[src/design/scalar_mod_pkg.sv]
// Scalar modular arithmetic unit package: data width, opcodes and controller states
`default_nettype none

package scalar_mod_pkg;

  //////////////////////////////
  // Widths
  //////////////////////////////

  // Operand, modulus and result width
  localparam int DATA_SIZE = 16;

  // Step counter of the bit-serial units
  localparam int CNT_WIDTH = $clog2(DATA_SIZE + 1);
  localparam logic [CNT_WIDTH-1:0] STEP_COUNT = CNT_WIDTH'(DATA_SIZE);

  // Exponent bit index for divide
  localparam int BIT_IDX_WIDTH = $clog2(DATA_SIZE);
  localparam logic [BIT_IDX_WIDTH-1:0] TOP_BIT = BIT_IDX_WIDTH'(DATA_SIZE - 1);

  //////////////////////////////
  // Types
  //////////////////////////////

  typedef enum logic [1:0] {
    OP_ADD = 2'd0,
    OP_SUB = 2'd1,
    OP_MUL = 2'd2,
    OP_DIV = 2'd3
  } op_code_t;

  // Controller FSM encoding
  typedef enum logic [2:0] {
    IDLE         = 3'd0,
    REDUCE_A     = 3'd1,
    REDUCE_B     = 3'd2,
    ADD_SUB      = 3'd3,
    MULTIPLY     = 3'd4,
    EXP_SQUARE   = 3'd5,
    EXP_MULTIPLY = 3'd6,
    FINISH       = 3'd7
  } ctrl_state_t;

endpackage

`default_nettype wire

[src/design/mod_op_if.sv]
// Start/done request bus between the controller and a sequential modular datapath unit
`timescale 1ns/1ps
`default_nettype none

interface mod_op_if;

  // Request side
  logic                               start;
  logic [scalar_mod_pkg::DATA_SIZE-1:0] operand_a;
  logic [scalar_mod_pkg::DATA_SIZE-1:0] operand_b;
  logic [scalar_mod_pkg::DATA_SIZE-1:0] modulo;

  // Completion side, result valid with done
  logic                               done;
  logic [scalar_mod_pkg::DATA_SIZE-1:0] result;

  // Controller view
  modport requester (
    output start,
    output operand_a,
    output operand_b,
    output modulo,
    input  done,
    input  result
  );

  // Datapath view
  modport unit (
    input  start,
    input  operand_a,
    input  operand_b,
    input  modulo,
    output done,
    output result
  );

endinterface

`default_nettype wire

[src/design/mod_add_sub.sv]
// Combinational modular adder/subtractor for operands already below the modulus
`timescale 1ns/1ps
`default_nettype none

module mod_add_sub (
  input wire  [scalar_mod_pkg::DATA_SIZE-1:0] sum_a,
  input wire  [scalar_mod_pkg::DATA_SIZE-1:0] sum_b,
  input wire  [scalar_mod_pkg::DATA_SIZE-1:0] modulo,
  input wire                                  subtract,
  output logic [scalar_mod_pkg::DATA_SIZE-1:0] result
);

  logic [scalar_mod_pkg::DATA_SIZE:0] mod_ext;
  logic [scalar_mod_pkg::DATA_SIZE:0] sum;
  logic [scalar_mod_pkg::DATA_SIZE:0] sum_wrap;
  logic [scalar_mod_pkg::DATA_SIZE:0] diff;
  logic [scalar_mod_pkg::DATA_SIZE:0] diff_fix;

  assign mod_ext = {1'b0, modulo};

  // Sum with carry bit, wrap once
  assign sum      = {1'b0, sum_a} + {1'b0, sum_b};
  assign sum_wrap = sum - mod_ext;

  // Difference, top bit is the borrow
  assign diff     = {1'b0, sum_a} - {1'b0, sum_b};
  assign diff_fix = diff + mod_ext;

  always_comb begin
    if (subtract) begin
      // Borrow means negative, add modulus back
      result = diff[scalar_mod_pkg::DATA_SIZE] ? diff_fix[scalar_mod_pkg::DATA_SIZE-1:0]
                                               : diff[scalar_mod_pkg::DATA_SIZE-1:0];
    end else begin
      result = (sum >= mod_ext) ? sum_wrap[scalar_mod_pkg::DATA_SIZE-1:0]
                                : sum[scalar_mod_pkg::DATA_SIZE-1:0];
    end
  end

endmodule

`default_nettype wire

[src/design/mod_multiplier.sv]
// Modular multiplier: interleaved shift-add, MSB first, with conditional subtraction
`timescale 1ns/1ps
`default_nettype none

module mod_multiplier (
  input wire     CLK,
  input wire     RST,
  mod_op_if.unit bus
);

  //////////////////////////////
  // Signals
  //////////////////////////////

  // Remaining steps, zero when idle
  logic [scalar_mod_pkg::CNT_WIDTH-1:0] count;

  // Multiplier bits, top bit is the current one
  logic [scalar_mod_pkg::DATA_SIZE-1:0] a_shift;

  // One spare bit so doubling never overflows
  logic [scalar_mod_pkg::DATA_SIZE:0]   acc;

  logic [scalar_mod_pkg::DATA_SIZE:0]   mod_ext;
  logic [scalar_mod_pkg::DATA_SIZE:0]   dbl;
  logic [scalar_mod_pkg::DATA_SIZE:0]   dbl_red;
  logic [scalar_mod_pkg::DATA_SIZE:0]   sum;
  logic [scalar_mod_pkg::DATA_SIZE:0]   acc_next;

  //////////////////////////////
  // Step datapath
  //////////////////////////////

  assign mod_ext = {1'b0, bus.modulo};

  always_comb begin
    // Double, then bring back below modulus
    dbl     = acc << 1;
    dbl_red = (dbl >= mod_ext) ? (dbl - mod_ext) : dbl;

    // Add multiplicand when current bit set
    sum = dbl_red + {1'b0, bus.operand_b};
    if (a_shift[scalar_mod_pkg::DATA_SIZE-1]) begin
      acc_next = (sum >= mod_ext) ? (sum - mod_ext) : sum;
    end else begin
      acc_next = dbl_red;
    end
  end

  //////////////////////////////
  // Control
  //////////////////////////////

  always_ff @(posedge CLK or posedge RST) begin
    if (RST) begin
      count    <= '0;
      bus.done <= 1'b0;
    end else begin
      bus.done <= 1'b0;
      if (count == '0) begin
        // Ignore start while busy
        if (bus.start) begin
          count <= scalar_mod_pkg::STEP_COUNT;
        end
      end else begin
        count <= count - 1'b1;
        if (count == 1'b1) begin
          bus.done <= 1'b1;
        end
      end
    end
  end

  // Accumulator and multiplier shift register
  always_ff @(posedge CLK) begin
    if (count == '0) begin
      if (bus.start) begin
        acc     <= '0;
        a_shift <= bus.operand_a;
      end
    end else begin
      acc     <= acc_next;
      a_shift <= a_shift << 1;
    end
  end

  // Accumulator stays below modulus, top bit is always clear
  assign bus.result = acc[scalar_mod_pkg::DATA_SIZE-1:0];

endmodule

`default_nettype wire

[src/design/mod_reducer.sv]
// Modular reducer: restoring shift-subtract division keeping the remainder
`timescale 1ns/1ps
`default_nettype none

module mod_reducer (
  input wire     CLK,
  input wire     RST,
  mod_op_if.unit bus
);

  //////////////////////////////
  // Signals
  //////////////////////////////

  // Remaining steps, zero when idle
  logic [scalar_mod_pkg::CNT_WIDTH-1:0] count;

  // Partial remainder and dividend bits still to bring in
  logic [scalar_mod_pkg::DATA_SIZE-1:0] rem;
  logic [scalar_mod_pkg::DATA_SIZE-1:0] dividend;

  logic [scalar_mod_pkg::DATA_SIZE:0]   mod_ext;
  logic [scalar_mod_pkg::DATA_SIZE:0]   trial;
  logic [scalar_mod_pkg::DATA_SIZE:0]   trial_sub;
  logic [scalar_mod_pkg::DATA_SIZE-1:0] rem_next;

  //////////////////////////////
  // Step datapath
  //////////////////////////////

  // Shift remainder left, pull in next dividend bit
  assign mod_ext   = {1'b0, bus.modulo};
  assign trial     = {rem, dividend[scalar_mod_pkg::DATA_SIZE-1]};
  assign trial_sub = trial - mod_ext;

  // Restore unless trial is at or above modulus
  assign rem_next = (trial >= mod_ext) ? trial_sub[scalar_mod_pkg::DATA_SIZE-1:0]
                                       : trial[scalar_mod_pkg::DATA_SIZE-1:0];

  //////////////////////////////
  // Control
  //////////////////////////////

  always_ff @(posedge CLK or posedge RST) begin
    if (RST) begin
      count    <= '0;
      bus.done <= 1'b0;
    end else begin
      bus.done <= 1'b0;
      if (count == '0) begin
        // Accept only when idle
        if (bus.start) begin
          count <= scalar_mod_pkg::STEP_COUNT;
        end
      end else begin
        count <= count - 1'b1;
        // Last step, remainder lands with done
        if (count == 1'b1) begin
          bus.done <= 1'b1;
        end
      end
    end
  end

  // Datapath registers
  always_ff @(posedge CLK) begin
    if (count == '0) begin
      if (bus.start) begin
        rem      <= '0;
        dividend <= bus.operand_a;
      end
    end else begin
      rem      <= rem_next;
      dividend <= dividend << 1;
    end
  end

  assign bus.result = rem;

endmodule

`default_nettype wire

[src/design/scalar_mod_ctrl.sv]
// Scalar modular unit controller: sequences reduction, add/sub, multiply and divide
`timescale 1ns/1ps
`default_nettype none

module scalar_mod_ctrl (
  input wire                                   CLK,
  input wire                                   RST,
  input wire                                   START,
  input wire scalar_mod_pkg::op_code_t         OPCODE,
  input wire  [scalar_mod_pkg::DATA_SIZE-1:0]  MODULO_IN,
  input wire  [scalar_mod_pkg::DATA_SIZE-1:0]  DATA_A_IN,
  input wire  [scalar_mod_pkg::DATA_SIZE-1:0]  DATA_B_IN,
  output logic                                 READY,
  output logic [scalar_mod_pkg::DATA_SIZE-1:0] DATA_OUT,
  mod_op_if.requester                          reduce_bus,
  mod_op_if.requester                          mult_bus,
  output logic [scalar_mod_pkg::DATA_SIZE-1:0] sum_a,
  output logic [scalar_mod_pkg::DATA_SIZE-1:0] sum_b,
  output logic                                 subtract,
  input wire  [scalar_mod_pkg::DATA_SIZE-1:0]  sum_result
);

  //////////////////////////////
  // Signals
  //////////////////////////////

  // FSM
  scalar_mod_pkg::ctrl_state_t state;

  // Latched request
  scalar_mod_pkg::op_code_t             op_q;
  logic [scalar_mod_pkg::DATA_SIZE-1:0] mod_q;

  // Operands, raw then reduced in place
  logic [scalar_mod_pkg::DATA_SIZE-1:0] a_q;
  logic [scalar_mod_pkg::DATA_SIZE-1:0] b_q;

  // Running product: reduced B for multiply, power of B for divide
  logic [scalar_mod_pkg::DATA_SIZE-1:0] acc;

  // Divide exponent (modulus minus 2) and its scan position
  logic [scalar_mod_pkg::DATA_SIZE-1:0]     exp_q;
  logic [scalar_mod_pkg::BIT_IDX_WIDTH-1:0] bit_idx;

  // Start strobes
  logic reduce_start;
  logic mult_start;

  //////////////////////////////
  // FSM and outputs
  //////////////////////////////

  always_ff @(posedge CLK or posedge RST) begin
    if (RST) begin
      state        <= scalar_mod_pkg::IDLE;
      reduce_start <= 1'b0;
      mult_start   <= 1'b0;
      bit_idx      <= '0;
      READY        <= 1'b0;
      DATA_OUT     <= '0;
    end else begin
      // Strobes last one cycle
      reduce_start <= 1'b0;
      mult_start   <= 1'b0;
      READY        <= 1'b0;
      case (state)
        scalar_mod_pkg::IDLE: begin
          if (START) begin
            reduce_start <= 1'b1;
            state        <= scalar_mod_pkg::REDUCE_A;
          end
        end
        scalar_mod_pkg::REDUCE_A: begin
          if (reduce_bus.done) begin
            reduce_start <= 1'b1;
            state        <= scalar_mod_pkg::REDUCE_B;
          end
        end
        scalar_mod_pkg::REDUCE_B: begin
          if (reduce_bus.done) begin
            case (op_q)
              scalar_mod_pkg::OP_ADD,
              scalar_mod_pkg::OP_SUB: begin
                state <= scalar_mod_pkg::ADD_SUB;
              end
              scalar_mod_pkg::OP_MUL: begin
                mult_start <= 1'b1;
                state      <= scalar_mod_pkg::MULTIPLY;
              end
              default: begin
                // Divide: square-and-multiply from the top exponent bit
                mult_start <= 1'b1;
                bit_idx    <= scalar_mod_pkg::TOP_BIT;
                state      <= scalar_mod_pkg::EXP_SQUARE;
              end
            endcase
          end
        end
        scalar_mod_pkg::ADD_SUB: begin
          DATA_OUT <= sum_result;
          READY    <= 1'b1;
          state    <= scalar_mod_pkg::FINISH;
        end
        scalar_mod_pkg::MULTIPLY: begin
          if (mult_bus.done) begin
            DATA_OUT <= mult_bus.result;
            READY    <= 1'b1;
            state    <= scalar_mod_pkg::FINISH;
          end
        end
        scalar_mod_pkg::EXP_SQUARE: begin
          if (mult_bus.done) begin
            mult_start <= 1'b1;
            if (exp_q[bit_idx]) begin
              state <= scalar_mod_pkg::EXP_MULTIPLY;
            end else if (bit_idx == '0) begin
              // Exponent done, final product with A
              state <= scalar_mod_pkg::MULTIPLY;
            end else begin
              bit_idx <= bit_idx - 1'b1;
            end
          end
        end
        scalar_mod_pkg::EXP_MULTIPLY: begin
          if (mult_bus.done) begin
            mult_start <= 1'b1;
            if (bit_idx == '0) begin
              state <= scalar_mod_pkg::MULTIPLY;
            end else begin
              bit_idx <= bit_idx - 1'b1;
              state   <= scalar_mod_pkg::EXP_SQUARE;
            end
          end
        end
        scalar_mod_pkg::FINISH: begin
          // READY high this cycle
          state <= scalar_mod_pkg::IDLE;
        end
        default: begin
          state <= scalar_mod_pkg::IDLE;
        end
      endcase
    end
  end

  //////////////////////////////
  // Operand registers
  //////////////////////////////

  always_ff @(posedge CLK) begin
    case (state)
      scalar_mod_pkg::IDLE: begin
        if (START) begin
          op_q  <= OPCODE;
          mod_q <= MODULO_IN;
          a_q   <= DATA_A_IN;
          b_q   <= DATA_B_IN;
          exp_q <= MODULO_IN - 2'd2;
        end
      end
      scalar_mod_pkg::REDUCE_A: begin
        if (reduce_bus.done) begin
          a_q <= reduce_bus.result;
        end
      end
      scalar_mod_pkg::REDUCE_B: begin
        if (reduce_bus.done) begin
          b_q <= reduce_bus.result;
          // Divide starts exponentiation from 1
          acc <= (op_q == scalar_mod_pkg::OP_DIV) ? 1'b1 : reduce_bus.result;
        end
      end
      scalar_mod_pkg::EXP_SQUARE,
      scalar_mod_pkg::EXP_MULTIPLY: begin
        if (mult_bus.done) begin
          acc <= mult_bus.result;
        end
      end
      default: begin
      end
    endcase
  end

  //////////////////////////////
  // Datapath requests
  //////////////////////////////

  // Reducer sees A first, then B
  assign reduce_bus.start     = reduce_start;
  assign reduce_bus.operand_a = (state == scalar_mod_pkg::REDUCE_A) ? a_q : b_q;
  assign reduce_bus.operand_b = '0;
  assign reduce_bus.modulo    = mod_q;

  // Square: acc*acc, step multiply: acc*B, final: A*acc
  assign mult_bus.start     = mult_start;
  assign mult_bus.operand_a = (state == scalar_mod_pkg::MULTIPLY) ? a_q : acc;
  assign mult_bus.operand_b = (state == scalar_mod_pkg::EXP_MULTIPLY) ? b_q : acc;
  assign mult_bus.modulo    = mod_q;

  // Add/sub on reduced operands
  assign sum_a    = a_q;
  assign sum_b    = b_q;
  assign subtract = (op_q == scalar_mod_pkg::OP_SUB);

endmodule

`default_nettype wire

[src/design/scalar_mod_unit.sv]
// Scalar modular arithmetic unit top: controller with reducer, multiplier and add/sub
`timescale 1ns/1ps
`default_nettype none

module scalar_mod_unit (
  input wire                                   CLK,
  input wire                                   RST,
  input wire                                   START,
  input wire scalar_mod_pkg::op_code_t         OPCODE,
  input wire  [scalar_mod_pkg::DATA_SIZE-1:0]  MODULO_IN,
  input wire  [scalar_mod_pkg::DATA_SIZE-1:0]  DATA_A_IN,
  input wire  [scalar_mod_pkg::DATA_SIZE-1:0]  DATA_B_IN,
  output logic                                 READY,
  output logic [scalar_mod_pkg::DATA_SIZE-1:0] DATA_OUT
);

  //////////////////////////////
  // Buses and wires
  //////////////////////////////

  mod_op_if reduce_bus ();
  mod_op_if mult_bus ();

  // Add/sub path
  logic [scalar_mod_pkg::DATA_SIZE-1:0] sum_a;
  logic [scalar_mod_pkg::DATA_SIZE-1:0] sum_b;
  logic                                 subtract;
  logic [scalar_mod_pkg::DATA_SIZE-1:0] sum_result;

  //////////////////////////////
  // Instances
  //////////////////////////////

  scalar_mod_ctrl u_ctrl (
    .CLK        (CLK),
    .RST        (RST),
    .START      (START),
    .OPCODE     (OPCODE),
    .MODULO_IN  (MODULO_IN),
    .DATA_A_IN  (DATA_A_IN),
    .DATA_B_IN  (DATA_B_IN),
    .READY      (READY),
    .DATA_OUT   (DATA_OUT),
    .reduce_bus (reduce_bus.requester),
    .mult_bus   (mult_bus.requester),
    .sum_a      (sum_a),
    .sum_b      (sum_b),
    .subtract   (subtract),
    .sum_result (sum_result)
  );

  mod_reducer u_reducer (
    .CLK (CLK),
    .RST (RST),
    .bus (reduce_bus.unit)
  );

  mod_multiplier u_multiplier (
    .CLK (CLK),
    .RST (RST),
    .bus (mult_bus.unit)
  );

  // Latched modulus taken from the reducer bus
  mod_add_sub u_add_sub (
    .sum_a    (sum_a),
    .sum_b    (sum_b),
    .modulo   (reduce_bus.modulo),
    .subtract (subtract),
    .result   (sum_result)
  );

endmodule

`default_nettype wire

[config.mk]
export PLATFORM = sky130hd
export DESIGN_NAME = scalar_mod_unit
export DESIGN_NICKNAME = d
export VERILOG_FILES = /design/src/design/scalar_mod_pkg.sv /design/src/design/mod_op_if.sv /design/src/design/mod_add_sub.sv /design/src/design/mod_multiplier.sv /design/src/design/mod_reducer.sv /design/src/design/scalar_mod_ctrl.sv /design/src/design/scalar_mod_unit.sv
export SDC_FILE = /design/constraint.sdc
export NUM_CORES = 1
export LEC_CHECK = 0
export BUFFER_PORTS_ARGS = -buffer_cell sky130_fd_sc_hd__buf_4
export CAP_MARGIN = 10
export CELL_PAD_IN_SITES_DETAIL_PLACEMENT = 1
export CELL_PAD_IN_SITES_GLOBAL_PLACEMENT = 1
export CORE_MARGIN = 4
export CORE_UTILIZATION = 50
export DETAILED_ROUTE_END_ITERATION = 16
export PLACE_DENSITY = 0.86
export RECOVER_POWER = 50
export REMOVE_ABC_BUFFERS = 1
export SYNTH_ARGS = -nofsm -noshare
export SYNTH_HDL_FRONTEND = slang
export SYNTH_SLANG_ARGS = --single-unit
[constraint.sdc]
create_clock -name CLK -period 17.8 [get_ports CLK]
set_clock_uncertainty 0.2 [all_clocks]
set_input_delay 3.56 -clock CLK [delete_from_list [all_inputs] [get_ports CLK]]
set_output_delay 3.56 -clock CLK [all_outputs]
set_load 0.05 [all_outputs]
==> results of run 1 <==
-- metal layers --
metal | up-vias | global-route usage
met5 | - | 0
met4 | 0 | 0.1363
met3 | 133 | 0.04407
met2 | 461 | 0.5402
met1 | 6791 | 0.4233
li1 | 6095 | -
-- area by class of cell --
class | instances | area, um2
clock buffers | 18 | 429.2
multi-input cells | 1314 | 9229
inverters | 79 | 296.5
well taps | 390 | 488.0
flip-flops and latches | 183 | 5285
repair buffers | 88 | 570.5
fillers | 3432 | 13260
clock inverters | 14 | 161.4
-- flip-flops by register name, indices dropped and copies added, names as in the netlist, 16 cells and up --
register              count
u_ctrl.DATA_OUT          16
u_reducer.bus.result     16
u_multiplier.a_shift     16
u_ctrl.exp_q             16
u_ctrl.sum_a             16
u_ctrl.acc               16
u_ctrl.sum_b             16
u_reducer.dividend       16
u_multiplier.acc         16
-- critical path: cells and delay by family (launching register included) --
family / cells / cell delay [ns]
compound gates: 13 / 3.33
xor+xnor: 1 / 0.18
fa+ha+maj: 3 / 1.16
buf+inv: 1 / 0.34
flops: 1 / 0.48
mux: 3 / 1.58
simple gates: 4 / 0.73
-- final timing paths --
| check | from | end | slack, ns | depth (start not counted) |
|---|---|---|---|---|
| min reg2reg | u_ctrl.DATA_OUT[0]$_DFFE_PP0P_ | u_ctrl.DATA_OUT[0]$_DFFE_PP0P_ | 0.31 | 2 |
| max reg2reg | u_ctrl.mult_bus.modulo[1]$_DFFE_PP_ | u_multiplier.acc[14]$_SDFFCE_PN0P_ | 9.50 | 25 |
| min | u_ctrl.DATA_OUT[0]$_DFFE_PP0P_ | u_ctrl.DATA_OUT[0]$_DFFE_PP0P_ | 0.31 | 2 |
| max in group asynchronous | RST | u_ctrl.DATA_OUT[14]$_DFFE_PP0P_ | 12.23 | 3 |
| max | u_ctrl.mult_bus.modulo[1]$_DFFE_PP_ | u_multiplier.acc[14]$_SDFFCE_PN0P_ | 9.50 | 25 |
| min in group asynchronous | RST | u_reducer.count[0]$_DFFE_PP0P_ | 3.78 | 3 |
-- kinds of logic after synthesis --
kind of cell	synth area share
buffers and inverters	0.03893
AND/OR/NAND/NOR	0.1506
AO/OA/AOI/OAI	0.1979
XOR/XNOR	0.06683
multiplexers	0.07405
adder cells (fa/ha/maj)	0.1210
flip-flops	0.3507
-- synthesized netlist by cell type (all sizes together), types with 18 or more instances --
cell type | number | area share
inv | 78 | 0.019
or3 | 18 | 0.0075
mux2 | 48 | 0.036
a21o | 39 | 0.019
ha | 133 | 0.11
edfxtp | 143 | 0.28
nand3 | 41 | 0.014
o211ai | 21 | 0.010
nor2b | 25 | 0.010
nand2b | 23 | 0.0095
clkbuf | 51 | 0.015
a21oi | 142 | 0.048
nor2 | 118 | 0.029
xor2 | 44 | 0.026
xnor2 | 71 | 0.041
mux2i | 45 | 0.031
nor3 | 29 | 0.0096
nand2 | 176 | 0.044
o21ai | 127 | 0.042
a211oi | 25 | 0.013
dfrtp | 38 | 0.063
o21a | 18 | 0.0090
-- stage by stage --
stage                 util  setup WS, ns
finish              0.5539         9.501
global placement    0.5376         9.837
global route        0.5539         9.004
CTS                 0.5575         9.555
detailed placement  0.5376         9.623
floorplan                -         10.99
==> results by group, run 1 <==
Clock tree
  • Largest buffer count on any clock path: 2
  • Worst-skew pair later-pin latency: 0.46 ns
  • Clock-pin slew on the worst setup and hold paths: 0.08 ns
  • CTS H-Tree Depth: 4
  • Post_cts resized: 0
  • CTS tree: built
  • Total CTS buffers: 17
  • Cts hold-fix bufs: 0
  • Clock sinks: 183
  • Post-CTS setup buffers: 0
  • Root buffer cell: clkbuf_16

Route
  • Top layer used by detailed routing: met4
  • Routed wl met3: 2728 um
  • Via count: 13,480
  • DR iter-0 viols: 1,203
  • 1st-pass router iterations: 5
  • Final antenna-violating net count: 0
  • Drt total wl: 54,170 um
  • DRC: 0
  • Drt via density: 6.462
  • Met2 Wirelength: 25,900 um
  • Routed wire length per instance: 25.97 um
  • M1 wire length: 23,060 um

Placed design
  • Area after DPL: 15,980 um2
  • Placed cell count: 2,054
  • GPL Wtd Cong: 0.9415
  • IO buf count: 69
  • Post-DP HPWL: 41,530 um

Yosys
  • Predominant post-synthesis flop cell: edfxtp_1
  • Synth Cell Area: 15,070 um2
  • EDFF count, synth: 143
  • Yosys cell types: 78
  • Register area share after synthesis: 0.3507
  • YS warnings: 0
  • Syn_area_per_cell: 9.196 um2
  • Async set-reset flop share out of synthesis: 0.2077
  • FF+latch count, synth: 183
  • Post-Syn Instances: 1,639

Critical path
  • Max stage delay on crit path: 0.77 ns
  • Critical path endpoint category: flop
  • Setup CP Type: reg -> reg
  • Critical path required time: 17.81 ns
  • Startpoint Class: flop
  • CP max FO: 18
  • Critical-path top delay cell: o21a_1
  • CP most frequent cell: a21oi_1
  • Worst Path Arrival: 8.31 ns

Global routing
  • GRT Util Overall: 0.3235
  • Initial antenna violation count: 0
  • Largest net degree at the start of global routing: 44
  • Total global routing overflow: 0
  • Vias in the first global route: 14,050
  • Global-route wire length before repair: 82,950 um

Layout
  • Commonest non-fill, non-tap cell in the layout: nand2_1
  • Layout cell share with drive strength beyond 1: 0.1014
  • Most frequent cells in the layout: 176 x nand2_1, 143 x edfxtp_1, 139 x a21oi_1, 133 x ha_1, 126 x o21ai_0
  • Fin area: 16,460 um2
  • Antenna diodes: 0
  • Fin cells: 2,086
  • Final nets: 1,877
  • Area Overhead vs Synth: 9.206%

STA
  • Final hold vios: 0
  • Slew @ Worst Pin: 2.496 ns
  • Max Freq: 120.5 MHz
  • Slew Limit Headroom: -0.6638
  • Period utilisation layout: 0.4663
  • Fin. max-slew vios: 163
  • Setup violations, final: 0
  • TNS Setup: 0 ns
  • Post-Route Hold Slack: 0.3070 ns
  • Final min period: 8.299 ns
  • RSZ-0062 raised after global routing: no

Floorplanning
  • Starting Density: 0.5072
  • Die Area: 32,990 um2
  • Number of I/O pins: 70
  • Core Footprint: 29,720 um2
  • Die extent in y: 181.6 um
  • FP Rows: 63
  • Horiz. Die Dim: 181.6 um

Hold path
  • Hold Path Class: reg -> reg

Run status
  • Failing checks: max-capacitance violations, max-slew violations
  • Status: finished with violations

Run
  • Max_cap viols: 5
Power of run 1 is not shown: default switching activity piles up to over one toggle a cycle in this logic, so the estimate is an artifact.
==> run 2: changes to the inputs <==
--- a/config.mk
+++ b/config.mk
@@ -10,9 +10,9 @@
 export CELL_PAD_IN_SITES_DETAIL_PLACEMENT = 1
 export CELL_PAD_IN_SITES_GLOBAL_PLACEMENT = 1
 export CORE_MARGIN = 4
-export CORE_UTILIZATION = 50
+export CORE_UTILIZATION = 49
 export DETAILED_ROUTE_END_ITERATION = 16
-export PLACE_DENSITY = 0.86
+export PLACE_DENSITY = 0.84
 export RECOVER_POWER = 50
 export REMOVE_ABC_BUFFERS = 1
 export SYNTH_ARGS = -nofsm -noshare
==> constraint.sdc (replaced) <==
create_clock -name CLK -period 8.5 [get_ports CLK]
set_clock_uncertainty 0.2 [all_clocks]
set_input_delay 1.7 -clock CLK [delete_from_list [all_inputs] [get_ports CLK]]
set_output_delay 1.7 -clock CLK [all_outputs]
set_load 0.05 [all_outputs]
==> results by group, run 2 (synthesis results as in run 1) <==
STA
  • Fin. max-slew vios: 141 (-13%)
  • Period utilisation layout: 0.9288 (+0.4625)
  • TNS Setup: 0 ns (unchanged)
  • RSZ-0062 raised after global routing: no
  • Slew @ Worst Pin: 2.462 ns (-0.03358 ns)
  • Post-Route Hold Slack: 0.3025 ns (-0.004497 ns)
  • Final hold vios: 0 (unchanged)
  • Setup violations, final: 0 (unchanged)
  • Slew Limit Headroom: -0.6414 (+0.02239)
  • Final min period: 7.895 ns (-0.4047 ns)
  • Max Freq: 126.7 MHz (+5.1%)
  • Worst setup margin: 0.6053 ns (-8.895 ns)

Global routing
  • Initial antenna violation count: 0 (unchanged)
  • Vias in the first global route: 13,730 (-2.2%)
  • Largest net degree at the start of global routing: 43 (-2.3%)
  • GRT Util Overall: 0.3124 (-0.01117)
  • Total global routing overflow: 0 (unchanged)
  • Global-route wire length before repair: 80,950 um (-2.4%)

Clock tree
  • Clock-pin slew on the worst setup and hold paths: 0.08 ns (about the same)
  • CTS tree: built
  • CTS H-Tree Depth: 4 (unchanged)
  • Post_cts resized: 0 (unchanged)
  • Clock sinks: 183 (unchanged)
  • Largest buffer count on any clock path: 2 (unchanged)
  • Root buffer cell: clkbuf_16
  • Worst-skew pair later-pin latency: 0.46 ns (about the same)
  • Post-CTS setup buffers: 0 (unchanged)
  • Cts hold-fix bufs: 0 (unchanged)
  • Total CTS buffers: 17 (unchanged)

Run
  • Max_cap viols: 5 (unchanged)

Route
  • DRC: 0 (unchanged)
  • Met2 Wirelength: 25,030 um (-3.3%)
  • Drt total wl: 52,860 um (-2.4%)
  • Via count: 13,230 (-1.8%)
  • Routed wire length per instance: 25.30 um (-2.6%)
  • 1st-pass router iterations: 5 (unchanged)
  • Routed wl met3: 2927 um (+7.3%)
  • Final antenna-violating net count: 0 (unchanged)
  • M1 wire length: 22,330 um (-3.2%)
  • DR iter-0 viols: 1,120 (-6.9%)
  • Top layer used by detailed routing: met4
  • Drt via density: 6.335 (-2.0%)

Critical path
  • Critical path required time: 8.50 ns (-9.31 ns)
  • CP most frequent cell: a21oi_1
  • Setup CP Type: reg -> reg
  • Max stage delay on crit path: 0.52 ns (-0.25 ns)
  • Critical path endpoint category: flop
  • Critical-path top delay cell: o21a_1
  • CP max FO: 11 (-7)
  • Worst Path Arrival: 7.89 ns (-0.42 ns)
  • CP top delay family: compound AO/OA/AOI/OAI gates
  • Startpoint Class: flop
  • Critical path buffers and inverters: 3 (+2)

Floorplanning
  • Horiz. Die Dim: 183.4 um (+0.97%)
  • Die extent in y: 183.4 um (+0.97%)
  • FP Rows: 63 (unchanged)
  • Core Footprint: 29,950 um2 (+0.80%)
  • Starting Density: 0.5032 (-0.004004)
  • Number of I/O pins: 70 (unchanged)
  • Die Area: 33,630 um2 (+1.9%)

Placed design
  • GPL Wtd Cong: 0.9456 (+0.44%)
  • IO buf count: 69 (unchanged)
  • Pre-CTS setup slack: 0.7211 ns (-8.902 ns)
  • Post-DP HPWL: 40,570 um (-2.3%)

Run status
  • Status: finished with violations
  • Failing checks: max-capacitance violations, max-slew violations

Layout
  • Antenna diodes: 0 (unchanged)
  • Most frequent cells in the layout: 176 x nand2_1, 143 x edfxtp_1, 140 x a21oi_1, 133 x ha_1, 125 x o21ai_0
  • Commonest non-fill, non-tap cell in the layout: nand2_1
  • Final Core Density: 0.5502 (-0.003704)
  • Final nets: 1,880 (+0.16%)
  • Area Overhead vs Synth: 9.339%
  • Layout cell share with drive strength beyond 1: 0.1001 (-0.001356)
  • Fillers: 3,535 (+3.0%)

Hold path
  • Hold Path Class: reg -> reg
-- run 2: changes by cell type in the layout (fill, tap and decap cells not counted), moves of 2 or more --
cell | previous run | this run
clkinv_2 | 3 | 0
clkinv_4 | 1 | 4
clkbuf_4 | 16 | 4
clkbuf_1 | 25 | 27
buf_4 | 48 | 61
-- run 2: final cells by class --
class / instances / area [um2] / area share
Sequential cell: 183 / 5285 / 0.3207
Tap cell: 390 / 488.0 / 0.02961
Timing Repair Buffer: 91 / 585.6 / 0.03553
Multi-Input combinational cell: 1314 / 9215 / 0.5592
Clock buffer: 18 / 429.2 / 0.02604
Clock inverter: 14 / 180.2 / 0.01093
Inverter: 79 / 296.5 / 0.01799
-- run 2: routing by layer --
metal | global-route usage | up-vias
met2 | 0.5107 | 453
li1 | - | 6097
met4 | 0.1469 | 0
met1 | 0.4023 | 6546
met5 | 0 | -
met3 | 0.05712 | 137
-- run 2: path summary, 6_finish.rpt --
| kind | cells past startpoint | from | slack (ns) | end |
|---|---|---|---|---|
| max reg2reg | 27 | u_ctrl.mult_bus.modulo[1]$_DFFE_PP_ | 0.61 | u_multiplier.acc[4]$_SDFFCE_PN0P_ |
| min in group asynchronous | 3 | RST | 1.96 | u_reducer.count[4]$_DFFE_PP0P_ |
| min | 2 | u_ctrl.DATA_OUT[13]$_DFFE_PP0P_ | 0.30 | u_ctrl.DATA_OUT[13]$_DFFE_PP0P_ |
| min reg2reg | 2 | u_ctrl.DATA_OUT[13]$_DFFE_PP0P_ | 0.30 | u_ctrl.DATA_OUT[13]$_DFFE_PP0P_ |
| max | 27 | u_ctrl.mult_bus.modulo[1]$_DFFE_PP_ | 0.61 | u_multiplier.acc[4]$_SDFFCE_PN0P_ |
| max in group asynchronous | 3 | RST | 4.71 | u_ctrl.DATA_OUT[12]$_DFFE_PP0P_ |
-- run 2: worst register-to-register path, stage by stage (launching register included) --
cell and delay (ns):
edfxtp_1 0.48, inv_1 0.33, ha_1 0.31, nor2b_1 0.15, o2111ai_1 0.24, and3_1 0.27
o211ai_1 0.16, a21oi_1 0.25, o21a_1 0.52, buf_4 0.28, mux2_2 0.36, ha_1 0.35
a21o_1 0.20, a21o_1 0.21, a22o_1 0.19, a311oi_2 0.39, o21ai_0 0.19, xor2_1 0.18
ha_1 0.37, a21oi_1 0.26, o41ai_1 0.13, nand3b_1 0.19, a21oi_1 0.27, nand2_1 0.15
mux2i_4 0.39, buf_4 0.30, mux2i_1 0.21, a21oi_1 0.09
-- run 2: through the flow --
| stage | std cells | area, um2 |
|---|---|---|
| 6_report | 2089 | 16480 |
| 5_1_grt | 2089 | 16480 |
| 4_1_cts | 2089 | 16600 |
| 3_5_place_dp | 2057 | 15990 |
| 3_3_place_gp | 2057 | 15990 |
| 2_1_floorplan | 1576 | 14780 |
Power of run 2 is left out for the same reason.
==> run 3: changes to the inputs <==
--- a/config.mk
+++ b/config.mk
@@ -10,11 +10,12 @@
 export CELL_PAD_IN_SITES_DETAIL_PLACEMENT = 1
 export CELL_PAD_IN_SITES_GLOBAL_PLACEMENT = 1
 export CORE_MARGIN = 4
-export CORE_UTILIZATION = 49
+export CORE_UTILIZATION = 50
 export DETAILED_ROUTE_END_ITERATION = 16
-export PLACE_DENSITY = 0.84
+export PLACE_DENSITY = 0.86
 export RECOVER_POWER = 50
 export REMOVE_ABC_BUFFERS = 1
 export SYNTH_ARGS = -nofsm -noshare
 export SYNTH_HDL_FRONTEND = slang
+export SYNTH_HIERARCHICAL = 1
 export SYNTH_SLANG_ARGS = --single-unit
==> results by group, run 3 <==
STA
  • Slew Limit Headroom: -0.6734 (-0.03203)
  • RSZ-0062 raised after global routing: no
  • Worst setup margin: 0.5412 ns (-0.06408 ns)
  • Fin. max-slew vios: 197 (+40%)
  • TNS Setup: 0 ns (unchanged)
  • Slew @ Worst Pin: 2.510 ns (+0.04805 ns)
  • Period utilisation layout: 0.9363 (+0.007539)
  • Final hold vios: 0 (unchanged)
  • Max Freq: 125.6 MHz (-0.81%)
  • Setup violations, final: 0 (unchanged)
  • Final min period: 7.959 ns (+0.06408 ns)

Layout
  • Area Overhead vs Synth: 7.756%
  • Final Core Density: 0.5445 (-0.005623)
  • Fillers: 3,647 (+3.2%)
  • Final nets: 1,947 (+3.6%)
  • Antenna diodes: 0 (unchanged)
  • Commonest non-fill, non-tap cell in the layout: nand2_1
  • Fin cells: 2,167 (+3.7%)
  • Layout cell share with drive strength beyond 1: 0.07479 (-0.02527)
  • Most frequent cells in the layout: 186 x nand2_1, 143 x edfxtp_1, 134 x ha_1, 116 x inv_1, 106 x a21oi_1

Placed design
  • GPL Wtd Cong: 0.9657 (+2.1%)
  • Placed cell count: 2,135 (+3.8%)
  • Pre-CTS setup slack: 0.9685 ns (+0.2475 ns)
  • IO buf count: 69 (unchanged)
  • Post-DP HPWL: 40,980 um (+1.0%)

Critical path
  • Critical-path top delay cell: edfxtp_1
  • Reg2reg end: u_multiplier/acc[2]$_SDFFCE_PN0P_
  • Max stage delay on crit path: 0.51 ns (about the same)
  • Worst Path Arrival: 7.92 ns (+0.03 ns)
  • Critical path required time: 8.46 ns (-0.04 ns)
  • CP most frequent cell: ha_1
  • CP max FO: 30 (+19)
  • Startpoint Class: flop
  • Worst R2R Start: u_ctrl/mult_bus.modulo[1]$_DFFE_PP_
  • Setup CP Type: reg -> reg
  • R2r setup slk: 0.54 ns (-0.06 ns)
  • Worst Reg-to-Reg Cells: 27 (unchanged)
  • Critical path endpoint category: flop

Clock tree
  • Worst-skew pair later-pin latency: 0.47 ns (about the same)
  • Post-CTS setup buffers: 0 (unchanged)
  • CTS H-Tree Depth: 4 (unchanged)
  • Clock sinks: 183 (unchanged)
  • Post_cts resized: 0 (unchanged)
  • Cts hold-fix bufs: 0 (unchanged)
  • Clock-pin slew on the worst setup and hold paths: 0.08 ns (about the same)
  • Total CTS buffers: 17 (unchanged)
  • Root buffer cell: clkbuf_16
  • Largest buffer count on any clock path: 2 (unchanged)
  • CTS tree: built

Yosys
  • Syn_area_per_cell: 9.204 um2 (about the same)
  • Synth Cell Area: 15,910 um2 (+5.5%)
  • Post-Syn Instances: 1,728 (+5.4%)
  • YS warnings: 6 (+6)

Pwr
  • Switching Power: 0.4087 mW
  • Total power per unit cell area: 106.2 nW/um2
  • Pint: 1.411 mW
  • Clk pwr share: 0.454
  • Net Sw Frac: 0.2246
  • VDD IR max: 0.0001608 V
  • Logic pwr share: 0.020
  • Seq pwr share: 0.526
  • Leak: 6.661 nW

Global routing
  • Largest net degree at the start of global routing: 41 (-4.7%)
  • Global-route wire length before repair: 82,800 um (+2.3%)
  • Total global routing overflow: 0 (unchanged)
  • Initial antenna violation count: 1 (+1)
  • Vias in the first global route: 14,300 (+4.1%)
  • GRT Util Overall: 0.3031 (-0.009288)

Floorplanning
  • Die Area: 34,730 um2 (+3.3%)
  • Die extent in y: 186.4 um (+1.6%)
  • Number of I/O pins: 70 (unchanged)
  • Horiz. Die Dim: 186.4 um (+1.6%)
  • FP Rows: 65 (+3.2%)
  • Core Footprint: 31,470 um2 (+5.1%)
  • Starting Density: 0.5053 (+0.002172)

Hold path
  • Worst Hold End: u_ctrl/DATA_OUT[4]$_DFFE_PP0P_
  • Worst Hold Launch: u_ctrl/DATA_OUT[4]$_DFFE_PP0P_
  • Worst hold path depth: 2 (unchanged)
  • Hold Path Class: reg -> reg

Route
  • DR iter-0 viols: 1,089 (-2.8%)
  • Drt total wl: 53,290 um (+0.83%)
  • Final antenna-violating net count: 0 (unchanged)
  • Routed wire length per instance: 24.59 um (-2.8%)
  • Via count: 13,830 (+4.5%)
  • DRC: 0 (unchanged)
  • Drt via density: 6.381 (+0.73%)
  • 1st-pass router iterations: 6 (+1)

Run status
  • Status: finished with violations
  • Failing checks: max-capacitance violations, max-slew violations

Run
  • Max_cap viols: 6 (+1)
[run 3: area by class of cell]
| class | instances | area, um2 | area share |
|---|---|---|---|
| multi-input cells | 1342 | 9757 | 0.5693 |
| clock buffers | 19 | 464.2 | 0.02708 |
| well taps | 402 | 503.0 | 0.02935 |
| flip-flops and latches | 183 | 5285 | 0.3084 |
| repair buffers | 85 | 536.8 | 0.03132 |
| inverters | 123 | 461.7 | 0.02694 |
| clock inverters | 13 | 131.4 | 0.007665 |
[run 3: worst max path at each step]
stage                                                   start                                  to  slack (ns)  depth (start not counted)
after global placement    u_ctrl/mult_bus.modulo[1]$_DFFE_PP_  u_multiplier/acc[11]$_SDFFCE_PN0P_        1.30                         26
after global routing      u_ctrl/mult_bus.modulo[1]$_DFFE_PP_   u_multiplier/acc[3]$_SDFFCE_PN0P_        0.25                         27
after floorplan           u_ctrl/mult_bus.modulo[1]$_DFFE_PP_  u_multiplier/acc[10]$_SDFFCE_PN0P_        1.85                         25
final                     u_ctrl/mult_bus.modulo[1]$_DFFE_PP_   u_multiplier/acc[2]$_SDFFCE_PN0P_        0.54                         27
after CTS                 u_ctrl/mult_bus.modulo[1]$_DFFE_PP_   u_multiplier/acc[3]$_SDFFCE_PN0P_        0.77                         27
after detailed placement  u_ctrl/mult_bus.modulo[1]$_DFFE_PP_  u_multiplier/acc[14]$_SDFFCE_PN0P_        0.97                         27
[run 3: metrics by stage]
stage / power [mW] / cell area [um2] / hold WS [ns]
final: 1.819 / 17140 / 0.3002
after global routing: 1.869 / 17140 / 0.3300
after CTS: 1.835 / 17260 / 0.3026
after detailed placement: 1.017 / 16660 / 0.2785
after global placement: 1.015 / 16660 / 0.2694
after floorplan: 0.9865 / 15490 / 0.2602
[run 3: power groups by stage]
stage                     logic, mW  clock network, mW  registers [mW]
after detailed placement     0.0400                  0           0.977
after global placement       0.0381                  0           0.977
after global routing         0.0403              0.872           0.957
final                        0.0367              0.826           0.957
after CTS                    0.0407              0.837           0.957
after floorplan             0.00980                  0           0.977
[run 3: per-layer routing]
layer | vias to the layer above | global-route usage | part of all wire
met5 | - | 0 | 0
met4 | 0 | 0.1340 | 0.047
met3 | 103 | 0.04059 | 0.054
met2 | 486 | 0.5056 | 0.47
met1 | 6905 | 0.3968 | 0.43
li1 | 6333 | - | -
[run 3: critical path, delay by kind of cell, from the launching register on]
| family | cells | cell delay [ns] |
|---|---|---|
| adders and majority gates | 3 | 0.95 |
| AOI/OAI and AO/OA | 13 | 3.66 |
| xor gates and xnor gates | 1 | 0.16 |
| and+or+nand+nor | 8 | 1.61 |
| DFF | 1 | 0.51 |
| buffers and inverters | 2 | 0.55 |
Power figures use the tool's default switching activity.
